File: config.mk
export PLATFORM = sky130hd
export DESIGN_NAME = prefetch_buffer
export DESIGN_NICKNAME = d
export VERILOG_FILES = /design/src/hdl/bus_pkg.sv /design/src/hdl/prefetch_pkg.sv /design/src/hdl/txn_if.sv /design/src/hdl/instr_fifo.sv /design/src/hdl/txn_tracker.sv /design/src/hdl/fetch_fsm.sv /design/src/hdl/prefetch_buffer.sv
export SDC_FILE = /design/constraint.sdc
export NUM_CORES = 1
export LEC_CHECK = 0
export BUFFER_PORTS_ARGS = -buffer_cell sky130_fd_sc_hd__buf_4
export CAP_MARGIN = 20
export CORE_ASPECT_RATIO = 1.4
export CORE_UTILIZATION = 55
export DETAILED_ROUTE_END_ITERATION = 10
export GPL_TIMING_DRIVEN = 0
export PLACE_DENSITY = 0.81
export SETUP_SLACK_MARGIN = 0.15
export SLEW_MARGIN = 10
export SYNTH_ARGS = -nofsm -noshare
export SYNTH_HDL_FRONTEND = slang
export SYNTH_HIERARCHICAL = 1
export SYNTH_SLANG_ARGS = --single-unit
File: constraint.sdc
create_clock -name clk_i -period 4.3 [get_ports clk_i]
set_input_delay 0.43 -clock clk_i [delete_from_list [all_inputs] [get_ports clk_i]]
set_output_delay 0.43 -clock clk_i [all_outputs]
set_load 0.02 [all_outputs]
File: src/hdl/bus_pkg.sv
// instruction memory bus types: byte address and instruction word
package bus_pkg;

    //////////////////////////////////////////////////////////////////////
    // bus widths
    //////////////////////////////////////////////////////////////////////

    // byte address on the instruction bus
    localparam int unsigned ADDR_WIDTH = 32;
    // one instruction word, no compressed encodings
    localparam int unsigned DATA_WIDTH = 32;

    // address of a fetch request or of a buffered word
    typedef logic [ADDR_WIDTH-1:0] addr_t;
    // instruction word as returned by the memory
    typedef logic [DATA_WIDTH-1:0] data_t;

endpackage

File: src/hdl/prefetch_pkg.sv
// prefetch control types: fetch state encoding, request count and default sizes
package prefetch_pkg;

    //////////////////////////////////////////////////////////////////////
    // fetch FSM encoding
    //////////////////////////////////////////////////////////////////////

    typedef enum logic [1:0] {
        IDLE  = 2'd0, // out of reset, waiting for the first branch
        REQ   = 2'd1, // request line high
        STALL = 2'd2  // no room for another request
    } fetch_state_e;

    // in-flight and stale request count, caps MAX_OUTSTANDING at 15
    localparam int unsigned TXN_CNT_WIDTH = 4;
    typedef logic [TXN_CNT_WIDTH-1:0] txn_cnt_t;

    // sizes used when the top level is not overridden
    localparam int unsigned DEFAULT_FIFO_DEPTH      = 4;
    localparam int unsigned DEFAULT_MAX_OUTSTANDING = 2;

endpackage

File: src/hdl/txn_if.sv
// request bookkeeping link between the fetch FSM and the transaction tracker
`timescale 1ns/1ns

interface txn_if;
    import prefetch_pkg::*;

    // request and grant seen in the same cycle
    logic     issue;
    // one response returned by the memory, kept or not
    logic     retire;
    // branch, every request in flight turns stale
    logic     flush;
    // requests granted but not yet answered
    txn_cnt_t outstanding;
    // current response belongs to an abandoned stream
    logic     discard;

    // fetch side places requests and reads the bookkeeping
    modport fsm_mp (output issue, output flush, input outstanding, input discard);

    // tracker side counts and flags stale responses
    modport trk_mp (input issue, input retire, input flush, output outstanding, output discard);

endinterface

File: src/hdl/instr_fifo.sv
// circular FIFO of instruction word and address pairs with flush and fall-through
`timescale 1ns/1ns

module instr_fifo #(
    parameter int unsigned FIFO_DEPTH   = prefetch_pkg::DEFAULT_FIFO_DEPTH,
    parameter bit          FALL_THROUGH = 1'b0
) (
    input  logic                                          clk_i,
    input  logic                                          rst_ni,
    input  logic                                          flush_i,
    input  logic                                          push_i,
    input  bus_pkg::data_t                                data_i,
    input  bus_pkg::addr_t                                addr_i,
    input  logic                                          pop_i,
    output logic                                          full_o,
    output logic                                          empty_o,
    output logic [((FIFO_DEPTH > 1) ? $clog2(FIFO_DEPTH) : 1):0] cnt_o,
    output bus_pkg::data_t                                data_o,
    output bus_pkg::addr_t                                addr_o
);
    import bus_pkg::*;

    localparam int unsigned      PTR_W    = (FIFO_DEPTH > 1) ? $clog2(FIFO_DEPTH) : 1;
    localparam logic [PTR_W:0]   FULL_CNT = FIFO_DEPTH[PTR_W:0];
    localparam logic [PTR_W-1:0] LAST_PTR = PTR_W'(FIFO_DEPTH - 1);

    // read and write positions, count is one bit wider to tell full from empty
    logic [PTR_W-1:0] rd_ptr_q, rd_ptr_n;
    logic [PTR_W-1:0] wr_ptr_q, wr_ptr_n;
    logic [PTR_W:0]   cnt_q, cnt_n;

    // storage, word and its address side by side
    data_t data_mem [FIFO_DEPTH];
    addr_t addr_mem [FIFO_DEPTH];

    logic do_push;
    logic do_pop;
    logic bypass;

    //////////////////////////////////////////////////////////////////////
    // status and read side
    //////////////////////////////////////////////////////////////////////

    assign full_o  = (cnt_q == FULL_CNT);
    // an incoming word counts as present when falling through
    assign empty_o = (cnt_q == '0) & ~(FALL_THROUGH & push_i);
    assign cnt_o   = cnt_q;

    // empty FIFO hands the incoming pair straight to the output
    assign bypass  = FALL_THROUGH && (cnt_q == '0) && push_i;

    assign do_push = push_i & ~full_o;
    assign do_pop  = pop_i & ~empty_o;

    assign data_o  = bypass ? data_i : data_mem[rd_ptr_q];
    assign addr_o  = bypass ? addr_i : addr_mem[rd_ptr_q];

    //////////////////////////////////////////////////////////////////////
    // pointer and count update
    //////////////////////////////////////////////////////////////////////

    always_comb begin
        rd_ptr_n = rd_ptr_q;
        wr_ptr_n = wr_ptr_q;
        cnt_n    = cnt_q;

        // wrap at the last slot, depth need not be a power of two
        if (do_push) begin
            wr_ptr_n = (wr_ptr_q == LAST_PTR) ? '0 : wr_ptr_q + 1'b1;
        end
        if (do_pop) begin
            rd_ptr_n = (rd_ptr_q == LAST_PTR) ? '0 : rd_ptr_q + 1'b1;
        end

        // simultaneous push and pop leave the count alone
        unique case ({do_push, do_pop})
            2'b10:   cnt_n = cnt_q + 1'b1;
            2'b01:   cnt_n = cnt_q - 1'b1;
            default: cnt_n = cnt_q;
        endcase

        // word consumed in the cycle it arrived, nothing is stored
        if (bypass && pop_i) begin
            rd_ptr_n = rd_ptr_q;
            wr_ptr_n = wr_ptr_q;
            cnt_n    = cnt_q;
        end
    end

    always_ff @(posedge clk_i or negedge rst_ni) begin
        if (!rst_ni) begin
            rd_ptr_q <= '0;
            wr_ptr_q <= '0;
            cnt_q    <= '0;
        end else if (flush_i) begin
            // branch drops everything, a push in this cycle too
            rd_ptr_q <= '0;
            wr_ptr_q <= '0;
            cnt_q    <= '0;
        end else begin
            rd_ptr_q <= rd_ptr_n;
            wr_ptr_q <= wr_ptr_n;
            cnt_q    <= cnt_n;
        end
    end

    // slot contents only matter once the count covers them
    always_ff @(posedge clk_i) begin
        if (do_push) begin
            data_mem[wr_ptr_q] <= data_i;
            addr_mem[wr_ptr_q] <= addr_i;
        end
    end

endmodule

File: src/hdl/txn_tracker.sv
// in-flight request counter and stale response discard counter
`timescale 1ns/1ns

module txn_tracker (
    input logic    clk_i,
    input logic    rst_ni,
    txn_if.trk_mp  txn
);
    import prefetch_pkg::*;

    // granted requests whose response has not come back
    txn_cnt_t outstanding_q, outstanding_n;
    // responses still to be dropped after a branch
    txn_cnt_t discard_q, discard_n;

    //////////////////////////////////////////////////////////////////////
    // count update
    //////////////////////////////////////////////////////////////////////

    always_comb begin
        // grant adds one, any response removes one
        outstanding_n = outstanding_q + txn_cnt_t'(txn.issue) - txn_cnt_t'(txn.retire);
        discard_n     = discard_q;

        if (txn.flush) begin
            // all requests left after this cycle belong to the old stream
            discard_n = outstanding_n;
        end else if (txn.retire && (discard_q != '0)) begin
            // stale word returned and dropped
            discard_n = discard_q - 1'b1;
        end
    end

    always_ff @(posedge clk_i or negedge rst_ni) begin
        if (!rst_ni) begin
            outstanding_q <= '0;
            discard_q     <= '0;
        end else begin
            outstanding_q <= outstanding_n;
            discard_q     <= discard_n;
        end
    end

    //////////////////////////////////////////////////////////////////////
    // outputs
    //////////////////////////////////////////////////////////////////////

    assign txn.outstanding = outstanding_q;
    // responses come back in order so the stale ones arrive first
    assign txn.discard     = (discard_q != '0);

endmodule

File: src/hdl/fetch_fsm.sv
// fetch FSM with fetch address register, room check and granted-address queue
`timescale 1ns/1ns

module fetch_fsm #(
    parameter int unsigned FIFO_DEPTH      = prefetch_pkg::DEFAULT_FIFO_DEPTH,
    parameter int unsigned MAX_OUTSTANDING = prefetch_pkg::DEFAULT_MAX_OUTSTANDING
) (
    input  logic                                          clk_i,
    input  logic                                          rst_ni,
    input  logic                                          branch_i,
    input  bus_pkg::addr_t                                branch_addr_i,
    input  logic                                          mem_gnt_i,
    input  logic                                          mem_rvalid_i,
    input  logic [((FIFO_DEPTH > 1) ? $clog2(FIFO_DEPTH) : 1):0] fifo_cnt_i,
    txn_if.fsm_mp                                         txn,
    output logic                                          mem_req_o,
    output bus_pkg::addr_t                                mem_addr_o,
    output bus_pkg::addr_t                                rsp_addr_o
);
    import prefetch_pkg::*;
    import bus_pkg::*;

    localparam int unsigned QPTR_W = (MAX_OUTSTANDING > 1) ? $clog2(MAX_OUTSTANDING) : 1;

    fetch_state_e state_q, state_n;
    addr_t        fetch_addr_q;

    logic        grant;
    int unsigned out_cnt;
    int unsigned fifo_cnt;
    logic        room_now;
    logic        room_after_grant;
    logic        room_after_branch;

    // addresses of granted requests, oldest at the read pointer
    addr_t             rsp_q [MAX_OUTSTANDING];
    logic [QPTR_W-1:0] rsp_wr_q;
    logic [QPTR_W-1:0] rsp_rd_q;
    logic              rsp_pop;

    function automatic logic [QPTR_W-1:0] qptr_inc(input logic [QPTR_W-1:0] ptr);
        logic [QPTR_W-1:0] nxt;
        if (ptr == QPTR_W'(MAX_OUTSTANDING - 1)) begin
            nxt = '0;
        end else begin
            nxt = ptr + 1'b1;
        end
        return nxt;
    endfunction

    assign mem_req_o  = (state_q == REQ);
    assign mem_addr_o = fetch_addr_q;
    assign grant      = mem_req_o & mem_gnt_i;

    assign txn.issue  = grant;
    assign txn.flush  = branch_i;

    //////////////////////////////////////////////////////////////////////
    // room check
    //////////////////////////////////////////////////////////////////////

    // every in-flight request reserves a FIFO slot, stale ones too
    assign out_cnt  = txn.outstanding;
    assign fifo_cnt = fifo_cnt_i;

    assign room_now          = (fifo_cnt + out_cnt < FIFO_DEPTH) &&
                               (out_cnt < MAX_OUTSTANDING);
    // the grant of this cycle already takes one slot
    assign room_after_grant  = (fifo_cnt + out_cnt + 1 < FIFO_DEPTH) &&
                               (out_cnt + 1 < MAX_OUTSTANDING);
    // FIFO is flushed by the branch, only the requests in flight remain
    assign room_after_branch = (out_cnt + grant < FIFO_DEPTH) &&
                               (out_cnt + grant < MAX_OUTSTANDING);

    //////////////////////////////////////////////////////////////////////
    // state machine and fetch address
    //////////////////////////////////////////////////////////////////////

    always_comb begin
        state_n = state_q;
        if (branch_i) begin
            // restart at the target, wait first if old requests fill the budget
            state_n = room_after_branch ? REQ : STALL;
        end else begin
            unique case (state_q)
                IDLE:    state_n = IDLE;
                REQ:     if (grant && !room_after_grant) state_n = STALL;
                STALL:   if (room_now) state_n = REQ;
                default: state_n = IDLE;
            endcase
        end
    end

    always_ff @(posedge clk_i or negedge rst_ni) begin
        if (!rst_ni) begin
            state_q      <= IDLE;
            fetch_addr_q <= '0;
        end else begin
            state_q <= state_n;
            if (branch_i) begin
                // word aligned, low bits of the target are ignored
                fetch_addr_q <= branch_addr_i & ~addr_t'(3);
            end else if (grant) begin
                fetch_addr_q <= fetch_addr_q + addr_t'(4);
            end
        end
    end

    //////////////////////////////////////////////////////////////////////
    // response address queue
    //////////////////////////////////////////////////////////////////////

    // stale responses had their entries cleared by the branch
    assign rsp_pop = mem_rvalid_i & ~txn.discard;

    always_ff @(posedge clk_i or negedge rst_ni) begin
        if (!rst_ni) begin
            rsp_wr_q <= '0;
            rsp_rd_q <= '0;
        end else if (branch_i) begin
            rsp_wr_q <= '0;
            rsp_rd_q <= '0;
        end else begin
            if (grant) begin
                rsp_wr_q <= qptr_inc(rsp_wr_q);
            end
            if (rsp_pop) begin
                rsp_rd_q <= qptr_inc(rsp_rd_q);
            end
        end
    end

    always_ff @(posedge clk_i) begin
        if (grant) begin
            rsp_q[rsp_wr_q] <= fetch_addr_q;
        end
    end

    // response is at least a cycle behind its grant, so the entry is ready
    assign rsp_addr_o = rsp_q[rsp_rd_q];

endmodule

File: src/hdl/prefetch_buffer.sv
// instruction prefetch buffer top: fetch FSM, transaction tracker and instruction FIFO
`timescale 1ns/1ns

module prefetch_buffer #(
    parameter int unsigned FIFO_DEPTH      = prefetch_pkg::DEFAULT_FIFO_DEPTH,
    parameter int unsigned MAX_OUTSTANDING = prefetch_pkg::DEFAULT_MAX_OUTSTANDING,
    parameter bit          FALL_THROUGH    = 1'b0
) (
    input  logic           clk_i,
    input  logic           rst_ni,
    // branch side
    input  logic           branch_i,
    input  bus_pkg::addr_t branch_addr_i,
    // instruction memory side
    output logic           mem_req_o,
    output bus_pkg::addr_t mem_addr_o,
    input  logic           mem_gnt_i,
    input  logic           mem_rvalid_i,
    input  bus_pkg::data_t mem_rdata_i,
    // core side
    output logic           instr_valid_o,
    output bus_pkg::data_t instr_o,
    output bus_pkg::addr_t instr_addr_o,
    input  logic           instr_ready_i
);
    import bus_pkg::*;

    localparam int unsigned CNT_W = ((FIFO_DEPTH > 1) ? $clog2(FIFO_DEPTH) : 1) + 1;

    logic [CNT_W-1:0] fifo_cnt;
    logic             fifo_full;
    logic             fifo_empty;
    logic             fifo_push;
    logic             fifo_pop;
    addr_t            rsp_addr;

    txn_if txn ();

    //////////////////////////////////////////////////////////////////////
    // glue
    //////////////////////////////////////////////////////////////////////

    // every response retires a request, stale or not
    assign txn.retire    = mem_rvalid_i;
    // only responses of the current stream enter the FIFO
    assign fifo_push     = mem_rvalid_i & ~txn.discard;
    assign fifo_pop      = instr_valid_o & instr_ready_i;
    assign instr_valid_o = ~fifo_empty;

    fetch_fsm #(
        .FIFO_DEPTH      (FIFO_DEPTH),
        .MAX_OUTSTANDING (MAX_OUTSTANDING)
    ) fetch_fsm0 (
        .clk_i         (clk_i),
        .rst_ni        (rst_ni),
        .branch_i      (branch_i),
        .branch_addr_i (branch_addr_i),
        .mem_gnt_i     (mem_gnt_i),
        .mem_rvalid_i  (mem_rvalid_i),
        .fifo_cnt_i    (fifo_cnt),
        .txn           (txn.fsm_mp),
        .mem_req_o     (mem_req_o),
        .mem_addr_o    (mem_addr_o),
        .rsp_addr_o    (rsp_addr)
    );

    txn_tracker txn_tracker0 (
        .clk_i  (clk_i),
        .rst_ni (rst_ni),
        .txn    (txn.trk_mp)
    );

    // branch flushes the buffered words of the old stream
    instr_fifo #(
        .FIFO_DEPTH   (FIFO_DEPTH),
        .FALL_THROUGH (FALL_THROUGH)
    ) instr_fifo0 (
        .clk_i   (clk_i),
        .rst_ni  (rst_ni),
        .flush_i (branch_i),
        .push_i  (fifo_push),
        .data_i  (mem_rdata_i),
        .addr_i  (rsp_addr),
        .pop_i   (fifo_pop),
        .full_o  (fifo_full),
        .empty_o (fifo_empty),
        .cnt_o   (fifo_cnt),
        .data_o  (instr_o),
        .addr_o  (instr_addr_o)
    );

endmodule

# Yosys cells after proc, flatten, opt, wreduce, memory -nomap -nowiden
# Memories as Yosys holds them, arrays and structs flattened.
# Index checks and enable logic that the tools add are counted.
[op_classes]
add_sub_neg = 14
magnitude_cmp = 6
eq_ne = 9
muxes = 27
bitwise = 8
reduce_logical = 15
[op_table]
columns = ["cell", "count"]
rows = [
  ["32-bit by 3-bit < comparator with 1-bit output (second input constant)", 3],
  ["32-bit by 2-bit < comparator with 1-bit output (second input constant)", 2],
  ["32-bit 2-to-1 mux", 2],
  ["32-bit by 1-bit adder with 32-bit output (second input constant)", 1],
  ["32-bit by 3-bit adder with 32-bit output (second input constant)", 1],
  ["2-bit 2-to-1 mux", 10],
  ["1-bit 2-to-1 mux", 10],
  ["2-bit nonzero test", 5],
  ["2-bit == test (second input constant)", 4],
  ["4-bit 2-to-1 mux", 2],
  ["3-bit case mux with 2 select lines", 1],
  ["3-bit by 4-bit adder with 5-bit output", 1],
  ["4-bit by 1-bit adder with 5-bit output", 1],
  ["4-bit by 1-bit adder with 5-bit output (second input constant)", 1],
  ["1-bit AND", 5],
  ["1-bit logical AND", 5],
  ["2-bit by 1-bit adder with 2-bit output (second input constant)", 2],
  ["4-bit by 1-bit adder with 4-bit output", 1],
  ["2-bit by 1-bit == test with 1-bit output (second input constant)", 2],
  ["4-bit by 2-bit < comparator with 1-bit output (second input constant)", 1],
  ["2-bit case mux with 2 select lines", 1],
  ["4-bit nonzero test", 1],
  ["4-bit by 1-bit subtractor with 4-bit output", 1],
  ["4-bit by 1-bit subtractor with 4-bit output (second input constant)", 1],
  ["12 further kinds", 15],
]
[word_totals]
reg_bits = 51
ram_bits = 320
input_bits = 70
out_inout_bits = 98
word_cells = 91
n_memories = 3
[mem_list]
columns = ["name", "words", "word_bits", "read_ports", "rd_ports_with_merged_regs", "wr", "line_no", "source"]
rows = [
  ["instr_fifo0.addr_mem", 4, 32, 1, 0, 1, "instr_fifo.sv:34", "addr_t addr_mem [FIFO_DEPTH];"],
  ["instr_fifo0.data_mem", 4, 32, 1, 0, 1, "instr_fifo.sv:33", "data_t data_mem [FIFO_DEPTH];"],
  ["fetch_fsm0.rsp_q", 2, 32, 1, 0, 1, "fetch_fsm.sv:36", "addr_t rsp_q [MAX_OUTSTANDING];"],
]

# Logic depth before layout (Yosys ltp)
# Gate-level depths: netlist of run 1.
[depth]
word_depth = 9
mapped_depth = 11

# Cells and area by module
# The synthesis of run 1 kept the hierarchy.
[modules_own_cells]
columns = ["mod", "n_inst", "cells_per_inst", "area_per_inst_um2", "seq_area_each_um2"]
rows = [
  ["instr_fifo", 1, 400, 9836.9, 7862.5],
  ["fetch_fsm", 1, 342, 4324.1, 2652.5],
  ["txn_tracker", 1, 51, 511.7, 200.2],
  ["prefetch_buffer", 1, 3, 23.8, 0.0],
]

# Worst setup path before layout of run 1
# OpenSTA, ideal clock, no wires.
[synth_timing]
path_type = "reg2reg"
from = "reg txn_tracker0.discard_q[0]"
to = "mem instr_fifo0/addr_mem[0][0] in the netlist's numbering, enable pin"
setup_ns = 0.429
arrival_ns = 3.024
setup_slack_ns = 0.846
path_stages_with_launch = 8
path_buffers = 2
synth_period_minus_slack_ns = 3.454
path_cell_list = "dfrtp_1 > inv_1 > ha_1 > or3b_1 > buf_2 > nor2b_4 > buf_2 > and3_1"
[synth_between]
elab_chain_cells = 6
[synth_lines]
columns = ["item", "line_no", "source"]
rows = [
  ["start, declared", "txn_tracker.sv:14", "txn_cnt_t discard_q, discard_n;"],
  ["start signal, assigned", "txn_tracker.sv:40", "discard_q <= discard_n;"],
  ["4-bit nonzero test", "txn_tracker.sv:50", "assign txn.discard = (discard_q != '0);"],
  ["net txn.discard", "txn_if.sv:16", "logic discard;"],
  ["1-bit NOT", "prefetch_buffer.sv:46", "assign fifo_push = mem_rvalid_i & ~txn.discard;"],
  ["1-bit AND", "prefetch_buffer.sv:46", ""],
  ["net fifo_push", "prefetch_buffer.sv:33", "logic fifo_push;"],
  ["1-bit AND", "instr_fifo.sv:52", "assign do_push = push_i & ~full_o;"],
  ["1-bit 2-to-1 mux", "instr_fifo.sv:109", "if (do_push) begin"],
  ["1-bit 2-to-1 mux (implied by the code)", "instr_fifo.sv:111", "addr_mem[wr_ptr_q] <= addr_i;"],
  ["end, declared", "instr_fifo.sv:34", ""],
]
# The timed path passes the listed nets, and every way through them passes these cells.

# Worst setup path after layout of run 1
[layout_timing]
from = "reg txn_tracker0.discard_q[0]"
to = "mem instr_fifo0/data_mem[3][21] in the netlist's numbering, enable pin"
[layout_between]
elab_chain_cells = 6
[layout_lines]
columns = ["item", "line_no", "source"]
rows = [
  ["4-bit nonzero test", "txn_tracker.sv:50", ""],
  ["net txn.discard", "txn_if.sv:16", ""],
  ["1-bit NOT", "prefetch_buffer.sv:46", ""],
  ["1-bit AND", "prefetch_buffer.sv:46", ""],
  ["net fifo_push", "prefetch_buffer.sv:33", ""],
  ["1-bit AND", "instr_fifo.sv:52", ""],
  ["1-bit 2-to-1 mux", "instr_fifo.sv:109", ""],
  ["1-bit 2-to-1 mux (implied by the code)", "instr_fifo.sv:110", "data_mem[wr_ptr_q] <= data_i;"],
  ["end, declared", "instr_fifo.sv:33", ""],
]
# The timed path passes the listed nets, and every way through them passes these cells.

==> flow_summary_export.csv, run 1 <==
group,metric,value,unit
routing,wl_met2,14.94,mm
floorplanning,core_region_area,26190,um2
routing,vias,7943,
timing,setup_viol,0,
routing,drc_errors,0,
routing,ant_nets,0,
cells_and_area,final_common_cell,"edfxtp_1",
routing,wl_met1,11.33,mm
worst_setup_path,path_max_fanout,33,
global_route,globalRouteTotalUtil,0.2114,
yosys,synth_top_family_by_area,"multiplexers",
power_and_ir_drop,clkPwrFrac,0.375,
timing,slew_violations,0,
clock_network,clkTransAtPathRegs,0.06,ns
cells_and_area,nNetsFinal,1093,
yosys,syn_area,14700,um2
global_route,grt_pass1_vias,8045,
clock_network,cts_resized,0,
routing,first_pass_iters,4,
placement,dpl.hpwl,18.55,mm
placement,dpl_cell_area,16450,um2
global_route,antenna_found_initial,0,
power_and_ir_drop,swShare,0.2327,
timing,hold_slack,0.1210,ns
global_route,overflow,0,
worst_setup_path,r2r_slack,1.46,ns
power_and_ir_drop,power.total,8219,uW
timing,rsz0062_at_grt,"false",
yosys,async_flop_share,0.1342,
yosys,seq_area_frac_synth,0.7291,
clock_network,htreeDepth,2,
timing,fin_crit,2.845,ns
routing,top_layer_used,"met4",
routing,finalWirelength,28.34,mm
power_and_ir_drop,p_int,6307,uW
timing,finalHoldViolations,0,
routing,drtIter0Drc,407,
floorplanning,row_count,70,
clock_network,clock-sinks,365,
worst_setup_path,crit_arrival,3.03,ns
global_route,grt_max_degree,50,
clock_network,clock_path_buffers,3,
yosys,avgSynthCellArea,18.46,um2
timing,slew_headroom,0.4352,
yosys,synthMuxAreaShare,0.1232,
power_and_ir_drop,leakage,0.006149,uW
clock_network,root_buffer,"clkbuf_16",
worst_setup_path,path_class,"register to register",
flow_run,drv_cap,0,
timing,max_freq,0.3515,GHz
timing,tightest_slew,0.8451,ns
yosys,ys_ff_latch,365,
floorplanning,ios,168,
timing,finClkSkew,0.02341,ns
worst_hold_path,hp-class,"input port to register",
power_and_ir_drop,peakVddDrop,0.0002970,V
cells_and_area,design_area,17640,um2
power_and_ir_drop,comb_power_share,0.115,
cells_and_area,syn2layout_area_growth,20.00,%
worst_setup_path,worstSetupEndpointType,"register",
clock_network,clk_latency,0.51,ns
timing,min_period_over_period,0.6616,
yosys,synth_edf_count,316,
yosys,ys.warnings.count,6,
cells_and_area,antenna_cells,0,
clock_network,cts_tree,"built",
cells_and_area,mostFrequentLayoutCells,"edfxtp_1, buf_4, mux4_2",
yosys,synth-simple-area-share,0.05568,
yosys,synth-compound-area-share,0.03942,
yosys,synth_xor_area_frac,0.009535,
power_and_ir_drop,pwr-share-seq,0.510,
clock_network,cts_made_buffers,35,
yosys,synth_cell_types,64,
floorplanning,start_util,0.5612,
cells_and_area,drive_gt1_frac,0.3531,
placement,place.gp.congestion,0.8507,
yosys,syn_inst,796,
cells_and_area,nFillCells,1735,
worst_setup_path,crit_required,4.48,ns
global_route,grt_pass1_wl,43.99,mm
routing,avgViaCountPerCell,5.862,
yosys,ys.flop_type,"edfxtp_1",
worst_setup_path,start_kind,"register",
floorplanning,die_w,140.2,um
floorplanning,fp.dieH,195.4,um
power_and_ir_drop,p_sw,1912,uW
run_status,outcome,"completed",
routing,wl_per_cell,20.91,um
placement,portBuffers,163,
yosys,synth_fa_ha_area_frac,0.01771,
routing,wl_met3,1.302,mm
floorplanning,dieArea,27390,um2
power_and_ir_drop,p_per_area,466.1,nW/um2
## cell usage after synthesis (all sizes together) (3+ instances only)
master  number  share of area
nor2b        3         0.0018
mux2        31          0.024
or3          5         0.0021
o211ai       3         0.0015
and3         7         0.0033
o21ai       17         0.0063
buf         31          0.015
nor4         7         0.0030
xnor2       14         0.0083
o31ai       15         0.0083
fa           3         0.0041
nor2        26         0.0066
a31oi       19         0.0081
and2         3         0.0013
clkbuf      13         0.0033
nand4        9         0.0038
o31a         4         0.0024
nand2b       8         0.0034
nand2       29         0.0074
edfxtp     316           0.65
a21oi       13         0.0047
nand3       14         0.0048
ha          16          0.014
nand3b       3         0.0024
dfrtp       49          0.083
or4         17         0.0089
mux4        64          0.098
inv         25         0.0064
## layer usage
layer	global-route usage	vias up
met4	0.08099	0
li1	-	3607
met5	0	-
met2	0.3746	250
met1	0.2635	4043
met3	0.02967	43
## per-stage QoR
stage | worst slack (ns) | std cells | utilization | setup TNS, ns
2_1_floorplan | 0.8464 | 799 | - | 0
4_1_cts | 1.435 | 1355 | 0.6734 | 0
6_report | 1.455 | 1355 | 0.6734 | 0
3_3_place_gp | -0.4716 | 1286 | 0.6238 | -117.07
3_5_place_dp | 1.453 | 1290 | 0.6283 | 0
5_1_grt | 1.269 | 1355 | 0.6734 | 0
## power by group through the flow
stage	sequential, uW	clock (uW)	combinational, uW
global route	4210	3280	1040
detailed placement	4260	0	949
floorplan	4260	0	584
finish	4190	3090	945
global placement	4260	0	919
CTS	4190	3160	956
## critical path, stage by stage (launching register included)
cell	delay, ns
dfrtp_1	0.38
inv_1	0.09
ha_1	0.20
or3b_1	0.34
buf_2	0.17
nor2b_4	0.19
buf_2	0.24
and3_4	0.57
buf_12	0.30
## layout make-up
type / instances / area [um2] / share of cell area
buffer: 44 / 266.5 / 0.01511
clock buffer: 45 / 954.7 / 0.05413
clock inverter: 19 / 217.7 / 0.01234
inverter: 26 / 102.6 / 0.005818
multi-input combinational: 364 / 3652 / 0.2071
sequential: 365 / 10720 / 0.6076
tap: 324 / 405.4 / 0.02299
timing repair buffer: 168 / 1321 / 0.07492
## kinds of logic (layout without fill, tap and decap cells)
family                     after synthesis  after routing
other                                    1              4
DFF                                    365            365
AOI/OAI and AO/OA                       85             85
and+or+nand+nor                        143            143
muxes                                   97             97
adders and majority gates               19             19
xor gates and xnor gates                16             16
buffers and inverters                   70            302
## path summary, 6_finish.rpt
path                                                 from                     endpoint  depth (start not counted)
min in group asynchronous                          rst_ni      instr_fifo0/wr_ptr_q[1]                          2
worst min-delay path                      mem_rdata_i[27]  instr_fifo0/data_mem[0][27]                          1
max in group asynchronous                          rst_ni      instr_fifo0/rd_ptr_q[1]                          2
worst min register to register  fetch_fsm0/mem_addr_o[31]      fetch_fsm0/rsp_q[0][31]                          0
worst max-delay path            txn_tracker0/discard_q[0]  instr_fifo0/data_mem[3][21]                          8
worst max register to register  txn_tracker0/discard_q[0]  instr_fifo0/data_mem[3][21]                          8
## registers in the layout, indices dropped and copies added (netlist names)
name,cells
fetch_fsm0/mem_addr_o,30
fetch_fsm0/rsp_q,60
fetch_fsm0/rsp_rd_q,1
fetch_fsm0/rsp_wr_q,1
fetch_fsm0/state_q,2
instr_fifo0/addr_mem,128
instr_fifo0/cnt_o,3
instr_fifo0/data_mem,128
instr_fifo0/rd_ptr_q,2
instr_fifo0/wr_ptr_q,2
txn_tracker0/discard_q,4
txn_tracker0/txn.outstanding,4
## timing repair
item	CTS	global route
setup buffers	0	0
hold buffers	1	0
endpoints found under the hold margin	49	0
Power figures use the tool's default switching activity.
==> inputs of run 2 (changes only) <==
--- a/config.mk
+++ b/config.mk
@@ -5,10 +5,11 @@
 export SDC_FILE = /design/constraint.sdc
 export NUM_CORES = 1
 export LEC_CHECK = 0
+export ABC_AREA = 1
 export BUFFER_PORTS_ARGS = -buffer_cell sky130_fd_sc_hd__buf_4
 export CAP_MARGIN = 20
 export CORE_ASPECT_RATIO = 1.4
-export CORE_UTILIZATION = 55
+export CORE_UTILIZATION = 53
 export DETAILED_ROUTE_END_ITERATION = 10
 export GPL_TIMING_DRIVEN = 0
 export PLACE_DENSITY = 0.81
==> constraint.sdc (replaced) <==
create_clock -name clk_i -period 2.55 [get_ports clk_i]
set_input_delay 0.255 -clock clk_i [delete_from_list [all_inputs] [get_ports clk_i]]
set_output_delay 0.255 -clock clk_i [all_outputs]
set_load 0.02 [all_outputs]
==> flow_summary_export.csv, run 2 <==
group,metric,value,unit
routing,first_pass_iters,5,
clock_network,clock_path_buffers,3,
worst_setup_path,path_class,"register to output pin",
worst_setup_path,path_max_fanout,10,
power_and_ir_drop,pwr-share-seq,0.408,
cells_and_area,syn2layout_area_growth,24.01,%
power_and_ir_drop,comb_power_share,0.309,
floorplanning,row_count,73,
power_and_ir_drop,p_int,12310,uW
timing,finalHoldViolations,0,
routing,drtIter0Drc,749,
yosys,syn_inst,1345,
routing,wl_per_cell,18.29,um
yosys,avgSynthCellArea,11.50,um2
power_and_ir_drop,p_sw,6080,uW
timing,hold_slack,0.02442,ns
power_and_ir_drop,leakage,0.007437,uW
cells_and_area,top_regs,"instr_fifo0/addr_mem: 128 flops, instr_fifo0/data_mem: 128 flops, fetch_fsm0/rsp_q: 60 flops",
floorplanning,ios,168,
routing,avgViaCountPerCell,5.483,
cells_and_area,mostFrequentLayoutCells,"edfxtp_1, nand2_1, nor2_1",
timing,finClkSkew,0.02012,ns
floorplanning,start_util,0.5412,
floorplanning,die_w,146.4,um
timing,rsz0062_at_grt,"true",
worst_setup_path,crit_required,2.30,ns
power_and_ir_drop,peakVddDrop,0.0005581,V
global_route,globalRouteTotalUtil,0.2472,
cells_and_area,nFillCells,1971,
global_route,grt_pass1_wl,56.82,mm
clock_network,cts_tree,"built",
floorplanning,dieArea,29890,um2
timing,slew_violations,0,
clock_network,htreeDepth,2,
worst_setup_path,cp-endpoint,"instr_addr_o[0]",
power_and_ir_drop,swShare,0.3306,
worst_setup_path,path_buf_inv,3,
timing,tightest_slew,0.8711,ns
floorplanning,fp.dieH,204.2,um
worst_setup_path,worstSetupEndpointType,"output pin",
clock_network,cts_made_buffers,35,
worst_setup_path,start_kind,"register",
worst_setup_path,critical-path-top-delay-family,"buffers and inverters",
worst_hold_path,hp-class,"input port to register",
timing,max_freq,0.4228,GHz
cells_and_area,final_common_cell,"edfxtp_1",
timing,setup_viol,0,
floorplanning,core_region_area,28590,um2
timing,slew_headroom,0.4179,
routing,finalWirelength,36.61,mm
placement,dpl.hpwl,24.18,mm
cells_and_area,final_util,0.6712,
global_route,antenna_found_initial,0,
power_and_ir_drop,clkPwrFrac,0.284,
global_route,grt_max_degree,50,
routing,drc_errors,0,
yosys,ys.warnings.count,6,
worst_setup_path,path_cells,"buf_2 > clkbuf_2 > o21ai_0 > o22ai_1 > buf_4",
global_route,overflow,0,
worst_setup_path,r2r_start,"txn_tracker0/discard_q[0]",
cells_and_area,antenna_cells,0,
placement,place.gp.congestion,0.9566,
flow_run,drv_cap,0,
cells_and_area,nNetsFinal,1693,
power_and_ir_drop,p_per_area,958.4,nW/um2
worst_setup_path,reg2reg_to,"instr_fifo0/addr_mem[2][27]",
global_route,grt_pass1_vias,11060,
worst_setup_path,setup.worst_path.start,"instr_fifo0/rd_ptr_q[1]",
worst_setup_path,r2r_slack,0.25,ns
worst_setup_path,cp_slowest_cell,"dfrtp_1",
clock_network,clkTransAtPathRegs,0.07,ns
routing,vias,10980,
cells_and_area,drive_gt1_frac,0.2102,
worst_setup_path,worstRegToRegCells,7,
timing,min_period_over_period,0.9274,
timing,fin_crit,2.365,ns
run_status,outcome,"completed",
clock_network,root_buffer,"clkbuf_16",
worst_setup_path,crit_arrival,2.11,ns
clock_network,clock-sinks,365,
worst_setup_path,cp.depth,5,
yosys,syn_area,15470,um2
routing,ant_nets,0,
placement,portBuffers,163,
clock_network,clk_latency,0.52,ns
worst_setup_path,max_stage_delay,0.40,ns
-- run 2: worst min-delay path by stage --
stage	slack, ns	start	end	cells after the start
CTS	0.0008	branch_addr_i[14]	fetch_fsm0/mem_addr_o[14]	3
finish	0.02	branch_addr_i[27]	fetch_fsm0/mem_addr_o[27]	5
global placement	0.33	rst_ni	fetch_fsm0/mem_addr_o[27]	1
global route	0.03	branch_addr_i[22]	fetch_fsm0/mem_addr_o[22]	5
floorplan	-0.04	rst_ni	fetch_fsm0/mem_addr_o[10]	0
detailed placement	0.33	rst_ni	fetch_fsm0/mem_addr_o[29]	1
-- run 2: power groups by stage --
stage | logic [uW] | registers [uW] | clock network (uW)
after floorplan | 3310 | 7580 | 0
after detailed placement | 5450 | 7610 | 0
after CTS | 5630 | 7490 | 5280
after global routing | 6150 | 7550 | 5500
final | 5680 | 7500 | 5220
after global placement | 5250 | 7600 | 0
-- run 2: cell type report --
class | instances | area, um2 | area share
flip-flops and latches | 365 | 10720 | 0.5585
multi-input cells | 834 | 4212 | 0.2195
repair buffers | 218 | 1884 | 0.09820
clock buffers | 46 | 979.7 | 0.05106
well taps | 375 | 469.2 | 0.02445
plain buffers | 61 | 406.6 | 0.02119
inverters | 89 | 339.1 | 0.01767
clock inverters | 14 | 181.4 | 0.009455
-- run 2: timing repair --
action                     4_1_cts  5_1_grt
gates resized for setup         25       16
gates cloned                     1        0
buffers inserted                 2        0
hold buffers                    43        0
hold endpoints to repair       187        0
setup endpoints to repair       73       25
pin swaps                        3        0
-- run 2: worst reg2reg max path, cell delays in order (launching register included) --
cell,delay (ns)
dfrtp_1,0.37
inv_1,0.13
ha_2,0.24
nand3_4,0.13
nor2_4,0.13
nand2_4,0.14
nor2_4,0.53
buf_12,0.29
-- run 2: per-layer routing --
layer  wire length, um  global-route usage
met1             13230              0.2745
met2             19810              0.4622
met3              2180             0.03460
met4              1384              0.1205
met5                 0                   0
-- run 2: metrics by stage --
step	std cells	area (um2)	setup TNS (ns)	worst slack (ns)	power [uW]
3_5_place_dp	1896	17460	0	0.01238	13060
2_1_floorplan	1348	15540	0	0.1596	10900
3_3_place_gp	1886	17230	-158.32	-0.5852	12840
6_report	2002	19190	0	0.1851	18390
5_1_grt	2002	19190	0	0.1201	19200
4_1_cts	2002	19160	0	0.1249	18400
==> inputs of run 3 (changes only) <==
--- a/config.mk
+++ b/config.mk
@@ -7,12 +7,12 @@
 export LEC_CHECK = 0
 export ABC_AREA = 1
 export BUFFER_PORTS_ARGS = -buffer_cell sky130_fd_sc_hd__buf_4
-export CAP_MARGIN = 20
+export CAP_MARGIN = 0
 export CORE_ASPECT_RATIO = 1.4
-export CORE_UTILIZATION = 53
+export CORE_UTILIZATION = 55
 export DETAILED_ROUTE_END_ITERATION = 10
 export GPL_TIMING_DRIVEN = 0
-export PLACE_DENSITY = 0.81
+export PLACE_DENSITY = 0.8
 export SETUP_SLACK_MARGIN = 0.15
 export SLEW_MARGIN = 10
 export SYNTH_ARGS = -nofsm -noshare
==> constraint.sdc (replaced) <==
create_clock -name clk_i -period 3 [get_ports clk_i]
set_input_delay 0.3 -clock clk_i [delete_from_list [all_inputs] [get_ports clk_i]]
set_output_delay 0.3 -clock clk_i [all_outputs]
set_load 0.02 [all_outputs]
==> flow_summary_export.csv, run 3 (synthesis gave the netlist of run 2 again) <==
group,metric,value,unit
routing,drtIter0Drc,638,
clock_network,clk_latency,0.52,ns
floorplanning,row_count,72,
cells_and_area,nFillCells,1962,
cells_and_area,drive_gt1_frac,0.1882,
routing,ant_nets,0,
timing,slew_headroom,0.4116,
floorplanning,dieArea,28820,um2
worst_setup_path,path_class,"register to output pin",
worst_hold_path,min_to,"fetch_fsm0/mem_addr_o[7]",
placement,dpl.hpwl,23.50,mm
global_route,overflow,0,
floorplanning,die_w,143.8,um
global_route,antenna_found_initial,0,
power_and_ir_drop,leakage,0.007261,uW
clock_network,root_buffer,"clkbuf_16",
timing,setup-tns-final,0,ns
timing,hold_slack,0.02818,ns
cells_and_area,antenna_cells,0,
worst_setup_path,crit_arrival,2.39,ns
timing,finClkSkew,0.02482,ns
global_route,grt_pass1_vias,10810,
floorplanning,ios,168,
placement,portBuffers,163,
worst_setup_path,cp_slowest_cell,"dfrtp_1",
cells_and_area,nNetsFinal,1680,
placement,dpl_cell_area,17390,um2
worst_hold_path,min_from,"branch_addr_i[7]",
placement,dpl.cell_count,1889,
worst_setup_path,r2r_slack,0.37,ns
timing,min_period_over_period,0.8980,
routing,drc_errors,0,
cells_and_area,multi_input_area,4099,um2
timing,finalHoldViolations,0,
worst_setup_path,start_kind,"register",
global_route,globalRouteTotalUtil,0.2488,
cells_and_area,syn2layout_area_growth,21.68,%
cells_and_area,seqCellArea,10720,um2
timing,max_freq,0.3712,GHz
clock_network,clock-sinks,365,
worst_setup_path,path_max_fanout,10,
cells_and_area,top_regs,"instr_fifo0/addr_mem: 128 flops, instr_fifo0/data_mem: 128 flops, fetch_fsm0/rsp_q: 60 flops",
cells_and_area,mostFrequentLayoutCells,"edfxtp_1, nand2_1, nor2_1",
worst_hold_path,hold_path_depth,3,
routing,first_pass_iters,5,
timing,tightest_slew,0.8805,ns
floorplanning,core_region_area,27660,um2
power_and_ir_drop,peakVddDrop,0.0006387,V
timing,rsz0062_at_grt,"false",
worst_hold_path,hp-class,"input port to register",
placement,place.gp.congestion,0.9487,
floorplanning,fp.dieH,200.5,um
routing,avgViaCountPerCell,5.439,
worst_setup_path,path_cells,"inv_1 > buf_2 > clkbuf_1 > o21ai_0 > o22ai_1 > buf_4",
worst_setup_path,worstRegToRegCells,7,
timing,setup_viol,0,
global_route,grt_pass1_wl,54.81,mm
cells_and_area,final_common_cell,"edfxtp_1",
clock_network,clock_path_buffers,3,
clock_network,cts_made_buffers,34,
worst_setup_path,crit_required,2.70,ns
global_route,grt_max_degree,50,
cells_and_area,stdcell_count,1985,
floorplanning,start_util,0.5595,
timing,slew_violations,0,
flow_run,drv_cap,0,
worst_setup_path,max_stage_delay,0.43,ns
clock_network,cts_resized,0,
run_status,outcome,"completed",
worst_setup_path,reg2reg_to,"instr_fifo0/data_mem[1][17]",
routing,wl_per_cell,17.70,um
power_and_ir_drop,p_per_area,804.6,nW/um2
clock_network,htreeDepth,2,
clock_network,cts_tree,"built",
worst_setup_path,worstSetupEndpointType,"output pin",
routing,vias,10800,
clock_network,clkTransAtPathRegs,0.07,ns
timing,fin_crit,2.694,ns
worst_setup_path,r2r_start,"txn_tracker0/discard_q[0]",
cells_and_area,design_area,18830,um2
routing,finalWirelength,35.14,mm
[run 3: changes by cell type in the layout (fill, tap and decap cells not counted), sizes merged]
cell         previous run  this run
buf                   215       206
bufinv                  4         2
clkbuf                 67        65
clkinv                 10        18
clkinvlp                1         2
dlygate4sd3            43        36
nor2                  203       202
[run 3: critical path, delay by kind of cell (launching register included)]
family	cells	cell delay, ns
buf+inv	4	0.96
compound gates	2	0.49
flops	1	0.43
[run 3: power by group]
group / switching, uW / total, uW / internal [uW]
Sequential: 337 / 6360 / 6030
Clock: 1820 / 4160 / 2330
Combinational: 2940 / 4630 / 1690
[run 3: how the worst max path moves through the flow]
stage,startpoint,slack (ns),cells past startpoint,end
3_5_place_dp,txn_tracker0/discard_q[0],0.34,7,instr_fifo0/data_mem[1][7]
6_report,instr_fifo0/rd_ptr_q[1],0.31,6,instr_addr_o[15]
3_3_place_gp,txn_tracker0/discard_q[0],-1.54,6,instr_fifo0/data_mem[3][3]
4_1_cts,instr_fifo0/rd_ptr_q[0],0.31,6,instr_addr_o[9]
2_1_floorplan,txn_tracker0/discard_q[0],-0.18,6,instr_fifo0/addr_mem[0][0]
5_1_grt,txn_tracker0/discard_q[0],0.22,7,instr_fifo0/data_mem[1][17]
[run 3: metrics by stage]
stage          utilization  setup slack, ns  power (uW)
2_1_floorplan            -          -0.1792        9236
3_3_place_gp        0.6212           -1.544       10890
3_5_place_dp        0.6288           0.3382       11060
4_1_cts             0.6808           0.3098       15240
5_1_grt             0.6808           0.2160       15890
6_report            0.6808           0.3060       15150
[run 3: metal layers]
metal,vias to the layer above,track usage,share of wire
met4,0,0.1098,0.033
li1,5152,-,-
met5,-,0,0
met1,5170,0.2866,0.37
met2,396,0.4495,0.54
met3,78,0.03960,0.062
[run 3: repair_timing]
item,4_1_cts,5_1_grt
endpoints found under the hold margin,180,0
setup endpoints to repair,0,0
setup buffers,0,0
hold buffers,36,0
[run 3: final cells by class]
| cell class | instances | share of cell area |
|---|---|---|
| Inverter | 89 | 0.01801 |
| Multi-Input combinational cell | 833 | 0.2177 |
| Sequential cell | 365 | 0.5691 |
| Clock buffer | 39 | 0.04732 |
| Timing Repair Buffer | 207 | 0.09343 |
| Clock inverter | 21 | 0.009835 |
| Tap cell | 370 | 0.02459 |
| Buffer | 61 | 0.02000 |
